File: config.mk
export PLATFORM = sky130hd
export DESIGN_NAME = xc_firmware
export DESIGN_NICKNAME = d
export VERILOG_FILES = /design/src/rtl/xc_cfg_pkg.sv /design/src/rtl/xc_types_pkg.sv /design/src/rtl/xc_firmware.sv /design/src/rtl/uart_tx.sv /design/src/rtl/frame_packer.sv /design/src/rtl/autocorrelator.sv /design/src/rtl/line_sampler.sv /design/src/rtl/stream_fifo.sv
export SDC_FILE = /design/constraint.sdc
export NUM_CORES = 1
export LEC_CHECK = 0
export ABC_AREA = 1
export BUFFER_PORTS_ARGS = -buffer_cell sky130_fd_sc_hd__buf_2
export CAP_MARGIN = 20
export CORE_MARGIN = 1.5
export CORE_UTILIZATION = 50
export CTS_CLUSTER_DIAMETER = 100
export DETAILED_ROUTE_END_ITERATION = 10
export PLACE_DENSITY = 0.65
export SLEW_MARGIN = 25
export SYNTH_ARGS = -nofsm -noshare
export SYNTH_HDL_FRONTEND = slang
export SYNTH_SLANG_ARGS = --single-unit
File: constraint.sdc
create_clock -name sysclk -period 15.35 [get_ports sysclk]
set_input_delay 0.7675 -clock sysclk [delete_from_list [all_inputs] [get_ports sysclk]]
set_output_delay 0.7675 -clock sysclk [all_outputs]
set_load 0.005 [all_outputs]
File: src/rtl/xc_cfg_pkg.sv
/*
 * Correlator configuration.
 * Line count, lag depth, sample and baud rates, counter widths.
 */
package xc_cfg_pkg;

	// Detector front end.
	localparam int NUM_LINES = 2;         // Number of detector lines.
	localparam int SAMPLE_DIV = 8;        // Sysclk cycles per sample.

	// Correlator.
	localparam int LAG_AUTO = 4;          // Highest lag counted.
	localparam int INTEG_SAMPLES = 256;   // Samples per frame.
	localparam int COUNT_BITS = 16;       // Counter width.

	// Serial link.
	localparam int BAUD_DIV = 8;          // Sysclk cycles per UART bit.
	localparam logic [7:0] SYNC_BYTE = 8'hA5;  // First byte of each frame.

	// Sync and seq, then per line one pulse word and LAG_AUTO lag words.
	localparam int FRAME_BYTES = 2 + NUM_LINES * (1 + LAG_AUTO) * 2;

	// Stream buffering.
	localparam int FIFO_DEPTH = 2;        // Entries per stream FIFO.

endpackage
File: src/rtl/xc_types_pkg.sv
/*
 * Correlator data types.
 * Sample, count set and frame structures carried on the internal streams.
 */
package xc_types_pkg;

	import xc_cfg_pkg::*;

	typedef logic [COUNT_BITS-1:0] count_t;  // One counter.

	typedef logic [7:0] byte_t;              // One serial byte.

	// Line levels taken at one sample strobe.
	typedef struct packed {
		logic [NUM_LINES-1:0] level;         // Bit l is line l.
	} sample_t;

	// Count set of a single line.
	typedef struct packed {
		count_t pulses;                      // Samples with the line high.
		count_t [LAG_AUTO-1:0] lags;         // Entry k holds lag k+1.
	} line_counts_t;

	// One finished integration.
	typedef struct packed {
		logic [7:0] seq;                     // Frame number, wraps at 256.
		line_counts_t [NUM_LINES-1:0] lines; // Entry l is line l.
	} corr_frame_t;

endpackage

File: src/rtl/xc_firmware.sv
/*
 * Correlator top level.
 * Sampler, autocorrelator, frame packer and UART joined by stream FIFOs.
 */
`timescale 1ns/1ps

module xc_firmware (
	input  logic                             sysclk,
	input  logic                             rst_n,
	input  logic [xc_cfg_pkg::NUM_LINES-1:0] line_in,
	output logic                             tx
);

	import xc_types_pkg::*;

	sample_t smp;
	logic smp_valid;

	corr_frame_t frm_in;     // Autocorrelator to frame FIFO.
	logic frm_in_valid;
	logic frm_in_ready;
	corr_frame_t frm_out;    // Frame FIFO to packer.
	logic frm_out_valid;
	logic frm_out_ready;

	byte_t byte_in;          // Packer to byte FIFO.
	logic byte_in_valid;
	logic byte_in_ready;
	byte_t byte_out;         // Byte FIFO to UART.
	logic byte_out_valid;
	logic byte_out_ready;

	line_sampler sampler (
		.sysclk(sysclk), .rst_n(rst_n), .line_in(line_in),
		.sample(smp), .sample_valid(smp_valid)
	);

	autocorrelator correlator (
		.sysclk(sysclk), .rst_n(rst_n), .sample(smp), .sample_valid(smp_valid),
		.frame(frm_in), .frame_valid(frm_in_valid), .frame_ready(frm_in_ready)
	);

	stream_fifo #(.payload_t(corr_frame_t)) frame_fifo (
		.sysclk(sysclk), .rst_n(rst_n),
		.in_data(frm_in), .in_valid(frm_in_valid), .in_ready(frm_in_ready),
		.out_data(frm_out), .out_valid(frm_out_valid), .out_ready(frm_out_ready)
	);

	frame_packer packer (
		.sysclk(sysclk), .rst_n(rst_n),
		.frame(frm_out), .frame_valid(frm_out_valid), .frame_ready(frm_out_ready),
		.byte_data(byte_in), .byte_valid(byte_in_valid), .byte_ready(byte_in_ready)
	);

	stream_fifo #(.payload_t(byte_t)) byte_fifo (
		.sysclk(sysclk), .rst_n(rst_n),
		.in_data(byte_in), .in_valid(byte_in_valid), .in_ready(byte_in_ready),
		.out_data(byte_out), .out_valid(byte_out_valid), .out_ready(byte_out_ready)
	);

	uart_tx uart (
		.sysclk(sysclk), .rst_n(rst_n),
		.data(byte_out), .data_valid(byte_out_valid), .data_ready(byte_out_ready),
		.tx(tx)
	);

endmodule

File: src/rtl/uart_tx.sv
/*
 * UART transmitter.
 * 8N1 frames, LSB first, BAUD_DIV cycles per bit.
 */
`timescale 1ns/1ps

module uart_tx (
	input  logic                sysclk,
	input  logic                rst_n,
	input  xc_types_pkg::byte_t data,
	input  logic                data_valid,
	output logic                data_ready,
	output logic                tx
);

	import xc_cfg_pkg::*;

	localparam int BAUD_W = (BAUD_DIV > 1) ? $clog2(BAUD_DIV) : 1;

	logic busy;
	logic [BAUD_W-1:0] baud_cnt;  // Cycles into the current bit.
	logic [3:0] bit_cnt;          // Bit being sent, start is 0, stop is 9.
	logic [9:0] shreg;            // Bit 0 drives the line.
	logic bit_end;

	assign data_ready = !busy;
	assign tx = shreg[0];
	assign bit_end = (baud_cnt == BAUD_W'(BAUD_DIV - 1));

	always_ff @(posedge sysclk) begin
		if (!rst_n) begin
			busy <= 1'b0;
			baud_cnt <= '0;
			bit_cnt <= '0;
			shreg <= '1;  // Line idles high.
		end else if (!busy) begin
			if (data_valid) begin
				shreg <= {1'b1, data, 1'b0};  // Stop, data, start.
				busy <= 1'b1;
				baud_cnt <= '0;
				bit_cnt <= '0;
			end
		end else if (bit_end) begin
			baud_cnt <= '0;
			shreg <= {1'b1, shreg[9:1]};  // Ones fill in behind.
			if (bit_cnt == 4'd9) begin
				busy <= 1'b0;  // Stop bit done.
			end else begin
				bit_cnt <= bit_cnt + 4'd1;
			end
		end else begin
			baud_cnt <= baud_cnt + 1'b1;
		end
	end

endmodule

File: src/rtl/frame_packer.sv
/*
 * Frame packer.
 * Serializes a correlation frame into a sync byte, seq and big endian counts.
 */
`timescale 1ns/1ps

module frame_packer (
	input  logic                      sysclk,
	input  logic                      rst_n,
	input  xc_types_pkg::corr_frame_t frame,
	input  logic                      frame_valid,
	output logic                      frame_ready,
	output xc_types_pkg::byte_t       byte_data,
	output logic                      byte_valid,
	input  logic                      byte_ready
);

	import xc_cfg_pkg::*;
	import xc_types_pkg::*;

	localparam int NUM_WORDS = NUM_LINES * (1 + LAG_AUTO);
	localparam int IDX_W = $clog2(FRAME_BYTES);

	logic busy;                    // A frame is being sent.
	logic [IDX_W-1:0] idx;         // Byte being offered.
	logic [IDX_W-1:0] body_idx;    // Offset past the header.
	logic [7:0] seq_q;
	count_t words [NUM_WORDS];     // Counts in send order.
	count_t cur_word;

	assign frame_ready = !busy;
	assign byte_valid = busy;

	assign body_idx = idx - IDX_W'(2);
	assign cur_word = words[body_idx[IDX_W-1:1]];  // Two bytes per word.

	always_comb begin
		if (idx == '0) begin
			byte_data = SYNC_BYTE;
		end else if (idx == IDX_W'(1)) begin
			byte_data = seq_q;
		end else if (!body_idx[0]) begin
			byte_data = byte_t'(cur_word >> 8);  // High byte first.
		end else begin
			byte_data = byte_t'(cur_word);
		end
	end

	always_ff @(posedge sysclk) begin
		if (!rst_n) begin
			busy <= 1'b0;
			idx <= '0;
		end else if (frame_valid && frame_ready) begin
			busy <= 1'b1;
			idx <= '0;
		end else if (byte_valid && byte_ready) begin
			if (idx == IDX_W'(FRAME_BYTES - 1)) begin
				busy <= 1'b0;  // Last byte gone.
			end else begin
				idx <= idx + 1'b1;
			end
		end
	end

	// Frame flattened on accept, line 0 first, pulses before lags.
	always_ff @(posedge sysclk) begin
		if (frame_valid && frame_ready) begin
			seq_q <= frame.seq;
			for (int l = 0; l < NUM_LINES; l++) begin
				words[l * (1 + LAG_AUTO)] <= frame.lines[l].pulses;
				for (int k = 0; k < LAG_AUTO; k++) begin
					words[l * (1 + LAG_AUTO) + 1 + k] <= frame.lines[l].lags[k];
				end
			end
		end
	end

endmodule

File: src/rtl/autocorrelator.sv
/*
 * Autocorrelator.
 * Per line pulse and lag coincidence counters, one frame per integration.
 */
`timescale 1ns/1ps

module autocorrelator (
	input  logic                      sysclk,
	input  logic                      rst_n,
	input  xc_types_pkg::sample_t     sample,
	input  logic                      sample_valid,
	output xc_types_pkg::corr_frame_t frame,
	output logic                      frame_valid,
	input  logic                      frame_ready
);

	import xc_cfg_pkg::*;
	import xc_types_pkg::*;

	localparam int SAMP_W = $clog2(INTEG_SAMPLES);

	logic [NUM_LINES-1:0][LAG_AUTO-1:0] hist;  // Bit k is the level k+1 samples back.
	line_counts_t [NUM_LINES-1:0] acc;         // Running counts.
	line_counts_t [NUM_LINES-1:0] upd;         // Counts including the current sample.
	logic [SAMP_W-1:0] samp_cnt;               // Samples taken in this frame.
	logic [7:0] seq;                           // Number of the next frame.
	logic last;

	assign last = (samp_cnt == SAMP_W'(INTEG_SAMPLES - 1));  // Closing sample.

	// Pulse and coincidence increments for one sample.
	always_comb begin
		upd = acc;
		for (int l = 0; l < NUM_LINES; l++) begin
			if (sample.level[l]) begin
				upd[l].pulses = acc[l].pulses + 1'b1;
				for (int k = 0; k < LAG_AUTO; k++) begin
					if (hist[l][k]) begin
						upd[l].lags[k] = acc[l].lags[k] + 1'b1;  // Both ends high.
					end
				end
			end
		end
	end

	always_ff @(posedge sysclk) begin
		if (!rst_n) begin
			hist <= '0;
			acc <= '0;
			samp_cnt <= '0;
			seq <= '0;
			frame_valid <= 1'b0;
		end else begin
			if (sample_valid && last) begin
				frame_valid <= 1'b1;  // Out one cycle after the closing sample.
			end else if (frame_ready || sample_valid) begin
				frame_valid <= 1'b0;  // Taken, or dropped when the FIFO was full.
			end
			if (sample_valid) begin
				samp_cnt <= samp_cnt + 1'b1;  // Wraps at INTEG_SAMPLES.
				for (int l = 0; l < NUM_LINES; l++) begin
					hist[l] <= {hist[l][LAG_AUTO-2:0], sample.level[l]};  // Kept across frames.
				end
				if (last) begin
					acc <= '0;
					seq <= seq + 8'd1;  // Advances even on a drop.
				end else begin
					acc <= upd;
				end
			end
		end
	end

	// Snapshot of the finished counts.
	always_ff @(posedge sysclk) begin
		if (sample_valid && last) begin
			frame.seq <= seq;
			frame.lines <= upd;
		end
	end

endmodule

File: src/rtl/line_sampler.sv
/*
 * Line sampler.
 * Synchronizes the detector lines and samples them every SAMPLE_DIV cycles.
 */
`timescale 1ns/1ps

module line_sampler (
	input  logic                             sysclk,
	input  logic                             rst_n,
	input  logic [xc_cfg_pkg::NUM_LINES-1:0] line_in,
	output xc_types_pkg::sample_t            sample,
	output logic                             sample_valid
);

	import xc_cfg_pkg::*;

	localparam int DIV_W = (SAMPLE_DIV > 1) ? $clog2(SAMPLE_DIV) : 1;

	logic [NUM_LINES-1:0] sync_1;   // First stage, may go metastable.
	logic [NUM_LINES-1:0] sync_2;   // Settled levels.
	logic [DIV_W-1:0] div_cnt;      // Sample rate divider.
	logic strobe;

	assign strobe = (div_cnt == DIV_W'(SAMPLE_DIV - 1));  // Last cycle of the period.

	// Two flop synchronizer on the asynchronous lines.
	always_ff @(posedge sysclk) begin
		if (!rst_n) begin
			sync_1 <= '0;
			sync_2 <= '0;
		end else begin
			sync_1 <= line_in;
			sync_2 <= sync_1;
		end
	end

	always_ff @(posedge sysclk) begin
		if (!rst_n) begin
			div_cnt <= '0;
			sample_valid <= 1'b0;
		end else begin
			div_cnt <= strobe ? '0 : div_cnt + 1'b1;
			sample_valid <= strobe;  // One cycle pulse per period.
		end
	end

	// Levels captured together with the strobe.
	always_ff @(posedge sysclk) begin
		if (strobe) begin
			sample.level <= sync_2;
		end
	end

endmodule

File: src/rtl/stream_fifo.sv
/*
 * Stream FIFO.
 * Small circular buffer with valid/ready on both sides.
 */
`timescale 1ns/1ps

module stream_fifo #(
	parameter type payload_t = logic [7:0],
	parameter int DEPTH = xc_cfg_pkg::FIFO_DEPTH
) (
	input  logic     sysclk,
	input  logic     rst_n,
	input  payload_t in_data,
	input  logic     in_valid,
	output logic     in_ready,
	output payload_t out_data,
	output logic     out_valid,
	input  logic     out_ready
);

	localparam int PTR_W = (DEPTH > 1) ? $clog2(DEPTH) : 1;
	localparam int CNT_W = $clog2(DEPTH + 1);

	payload_t mem [DEPTH];       // Storage, no reset.
	logic [PTR_W-1:0] wr_ptr;    // Next slot to write.
	logic [PTR_W-1:0] rd_ptr;    // Oldest entry.
	logic [CNT_W-1:0] fill;      // Entries held.
	logic push;
	logic pop;

	assign in_ready = (fill != CNT_W'(DEPTH));  // Room left.
	assign out_valid = (fill != '0);            // Something to give.
	assign out_data = mem[rd_ptr];

	assign push = in_valid && in_ready;
	assign pop = out_valid && out_ready;

	always_ff @(posedge sysclk) begin
		if (push) begin
			mem[wr_ptr] <= in_data;
		end
	end

	always_ff @(posedge sysclk) begin
		if (!rst_n) begin
			wr_ptr <= '0;
			rd_ptr <= '0;
			fill <= '0;
		end else begin
			if (push) begin
				wr_ptr <= (wr_ptr == PTR_W'(DEPTH - 1)) ? '0 : wr_ptr + 1'b1;  // Wrap.
			end
			if (pop) begin
				rd_ptr <= (rd_ptr == PTR_W'(DEPTH - 1)) ? '0 : rd_ptr + 1'b1;
			end
			if (push && !pop) begin
				fill <= fill + 1'b1;
			end else if (pop && !push) begin
				fill <= fill - 1'b1;
			end
		end
	end

endmodule

==> impl_metrics.yaml <==
global_routing:
  grt.total_usage: 0.209
  grt_pass1_vias: 22000
  grt_antenna_before_repair: 1
  grt_overflow_total: 0
  grt_first_pass_wirelength_um: 123000
  grt_max_degree: 106
routing:
  drt_iter0_markers: 1602
  dr.pass1.iters: 5
  num_vias: 22400
  post-route-drc-count: 0
  ant_nets: 0
  wl_per_cell_um: 18.6
  drt-total-wl_um: 77700
  vias_per_cell: 5.34
placed_design:
  placed_cells: 4009
  place_area_um2: 38000
  routabilityCongestion: 0.814
  io_buffer_count: 4
  pre_cts_ws_ps: 11440
  place_hpwl_um: 49100
final_layout:
  design_area_um2: 41400
  drive_above_1_share: 0.139
  final_util: 0.565
  nNetsFinal: 3176
  synthToLayoutAreaGrowth_pct: 11.4
  antenna-diode-count: 0
  final_cells: 4184
die:
  die_width_um: 276
  rows: 99
  die-area_um2: 75900
  core_um2: 73200
  start_util: 0.507
  io-pin-count: 5
  die_h_um: 276
timing:
  final.period_utilization: 0.252
  worst_clock_skew_ps: 25.2
  setup_viol: 0
  worstMarginPinSlew_ps: 1020
  rsz0062_at_grt: "no"
  fin_crit_ps: 3870
  slew_headroom: 0.318
  clock.fmax_mhz: 258
  fin_ws_ps: 11480
  finalHoldViolCount: 0
  drv_slew: 0
  fin_tns_setup_ps: 0
  hold_ws_ps: 339
cts:
  cts_hold_buf: 0
  clock-sinks: 916
  path_clk_slew_ps: 60
  cts-resized-gates: 0
  cts_tree: "built"
  clk-insertion-delay-late_ps: 640
  post_cts_buffers: 0
  cts_buffer_depth: 3
  htreeDepth: 3
  clock-root-buffer: "clkbuf_16"
  cts_buffers: 94
setup_path:
  cp-end-kind: "flip-flop"
  rr_startpoint: "sampler.sample_valid"
  crit_arrival_ps: 4360
  rr_worst_depth: 10
  startpoint: "sampler.sample_valid"
  r2r_end: "correlator.seq[6]"
  crit_type: "flip-flop to flip-flop"
  rrSetupSlack_ps: 11480
  startpoint_type: "flip-flop"
  crit_end: "correlator.seq[6]"
  worst-path-max-fanout: 102
  critPathRequiredTime_ps: 15840
power_and_ir_drop:
  power_density_nw_per_um2: 158
  swShare: 0.265
  clkPwrFrac: 0.372
  cell_internal_pwr_mw: 4.82
  combPwrFrac: 0.152
  ir_drop_mv: 0.125
  p_seq_frac: 0.476
  power_mw: 6.56
  p_leak_nw: 14.6
  power.switching_mw: 1.74
hold_path:
  hold_path.class: "input pin to flip-flop"
outcome:
  status: "complete, no violations"
logic_synthesis:
  syn_avg_cell_area_um2: 11.8
  yosysWarnings: 0
  synth_edf_count: 690
  ys_seq_area_frac: 0.680
  synthFlopType: "edfxtp_1"
  ys_ff_latch: 916
  syn_area_um2: 37100
  syn_inst: 3145
  syn-num-nets: 3174
  synthDistinctLibCells: 52
  synth_async_sr_flop_share: 0
job:
  maxCapViolCount: 0
[cells in the final DEF, fill, tap and decap left out, types with 5 or more instances in the layout]
| cell type | instances |
|---|---|
| a21oi_1 | 217 |
| nor2_4 | 18 |
| nand3_1 | 188 |
| inv_6 | 6 |
| dfxtp_1 | 224 |
| clkinvlp_4 | 7 |
| o211ai_1 | 16 |
| xor2_1 | 48 |
| inv_1 | 223 |
| or2_2 | 7 |
| clkinv_2 | 13 |
| and2_1 | 9 |
| xnor2_1 | 39 |
| clkbuf_16 | 98 |
| mux2_2 | 170 |
| o21ai_0 | 91 |
| nand2_1 | 719 |
| buf_4 | 20 |
| nand4_1 | 36 |
| nor2_1 | 169 |
| bufinv_16 | 16 |
| nand3_2 | 6 |
| clkbuf_1 | 18 |
| nor3_1 | 33 |
| clkbuf_8 | 10 |
| nor3_2 | 5 |
| inv_2 | 15 |
| ha_1 | 25 |
| xnor2_2 | 5 |
| a22oi_1 | 6 |
| edfxtp_1 | 690 |
| nand2_4 | 8 |
| clkinv_1 | 5 |
| nor2_2 | 11 |
[layout make-up]
class	count	area, um^2
Multi-Input combinational cell	1867	10400
Inverter	241	915
Clock buffer	126	2660
Timing Repair Buffer	27	220
Fill cell	5880	31800
Tap cell	959	1200
Sequential cell	916	25200
Clock inverter	48	709
[state kept, by name (all words and copies together) (netlist names), 2 cells and up, named ones only]
signal               cells
frame_fifo.mem         336
correlator.acc         160
sampler.sync_2           2
correlator.samp_cnt      8
byte_fifo.mem           16
sampler.sync_1           2
uart.bit_cnt             4
packer.idx               5
packer.seq_q             8
uart.baud_cnt            3
frame_fifo.fill          2
correlator.frame       168
sampler.div_cnt          3
correlator.seq           8
correlator.hist          8
byte_fifo.fill           2
packer.words           160
uart.shreg               9
sampler.sample           2
[routing by layer]
layer  wire (um)  global-route usage
met1       36400               0.298
met2       36800               0.336
met3        3160              0.0279
met4        1450              0.0575
met5           0                   0
[power by group through the flow]
stage               Clock [mW]  Sequential, mW  Combinational [mW]
floorplan                    0            3.19               0.729
global placement             0            3.17               0.987
detailed placement           0            3.17                1.00
CTS                       2.49            3.13                1.01
global route              2.58            3.15                1.10
finish                    2.44            3.12               0.993
[worst max-delay path, cell delays in order (launching register included)]
cell      delay [ps]
dfxtp_1          650
inv_6            430
nor2_4           250
inv_2             70
nor2_4           320
buf_4            530
buf_4            800
nand3b_1         220
nor2_1           180
nand2_1           60
nor3b_2          140
[cell usage after synthesis, types with 7 or more instances]
master,number,share of area
a21oi_1,218,0.029
and2_1,9,0.0015
buf_2,43,0.0058
buf_4,14,0.0028
clkbuf_1,54,0.0055
dfxtp_1,226,0.12
edfxtp_1,690,0.56
ha_1,25,0.0084
inv_1,224,0.023
inv_2,15,0.0015
mux2_2,170,0.052
nand2_1,719,0.073
nand2_4,8,0.0024
nand3_1,188,0.025
nand4_1,36,0.0061
nor2_1,171,0.017
nor2_2,11,0.0019
nor2_4,16,0.0049
nor3_1,33,0.0044
o211ai_1,16,0.0032
o21ai_0,91,0.012
or2_2,7,0.0012
xnor2_1,39,0.0092
xor2_1,48,0.011
[cells by family (layout without fill, tap and decap cells)]
| family | after synthesis | count (layout) | synth area share |
|---|---|---|---|
| buffers and inverters | 362 | 442 | 0.0405 |
| XOR/XNOR | 95 | 95 | 0.0243 |
| AND/OR/NAND/NOR | 1225 | 1225 | 0.145 |
| adder cells (fa/ha/maj) | 25 | 25 | 0.00842 |
| flip-flops | 916 | 916 | 0.680 |
| AO/OA/AOI/OAI | 352 | 352 | 0.0507 |
| multiplexers | 170 | 170 | 0.0515 |
[worst min-delay path by stage]
stage | from | end | depth (start not counted)
global route | line_in[1] | sampler.sync_1[1] | 3
detailed placement | sampler.sync_2[1] | sampler.sample[1] | 0
CTS | line_in[1] | sampler.sync_1[1] | 3
global placement | sampler.sync_2[1] | sampler.sample[1] | 0
finish | line_in[1] | sampler.sync_1[1] | 3
floorplan | sampler.sync_2[0] | sampler.sample[0] | 0
Power figures use the tool's default switching activity.
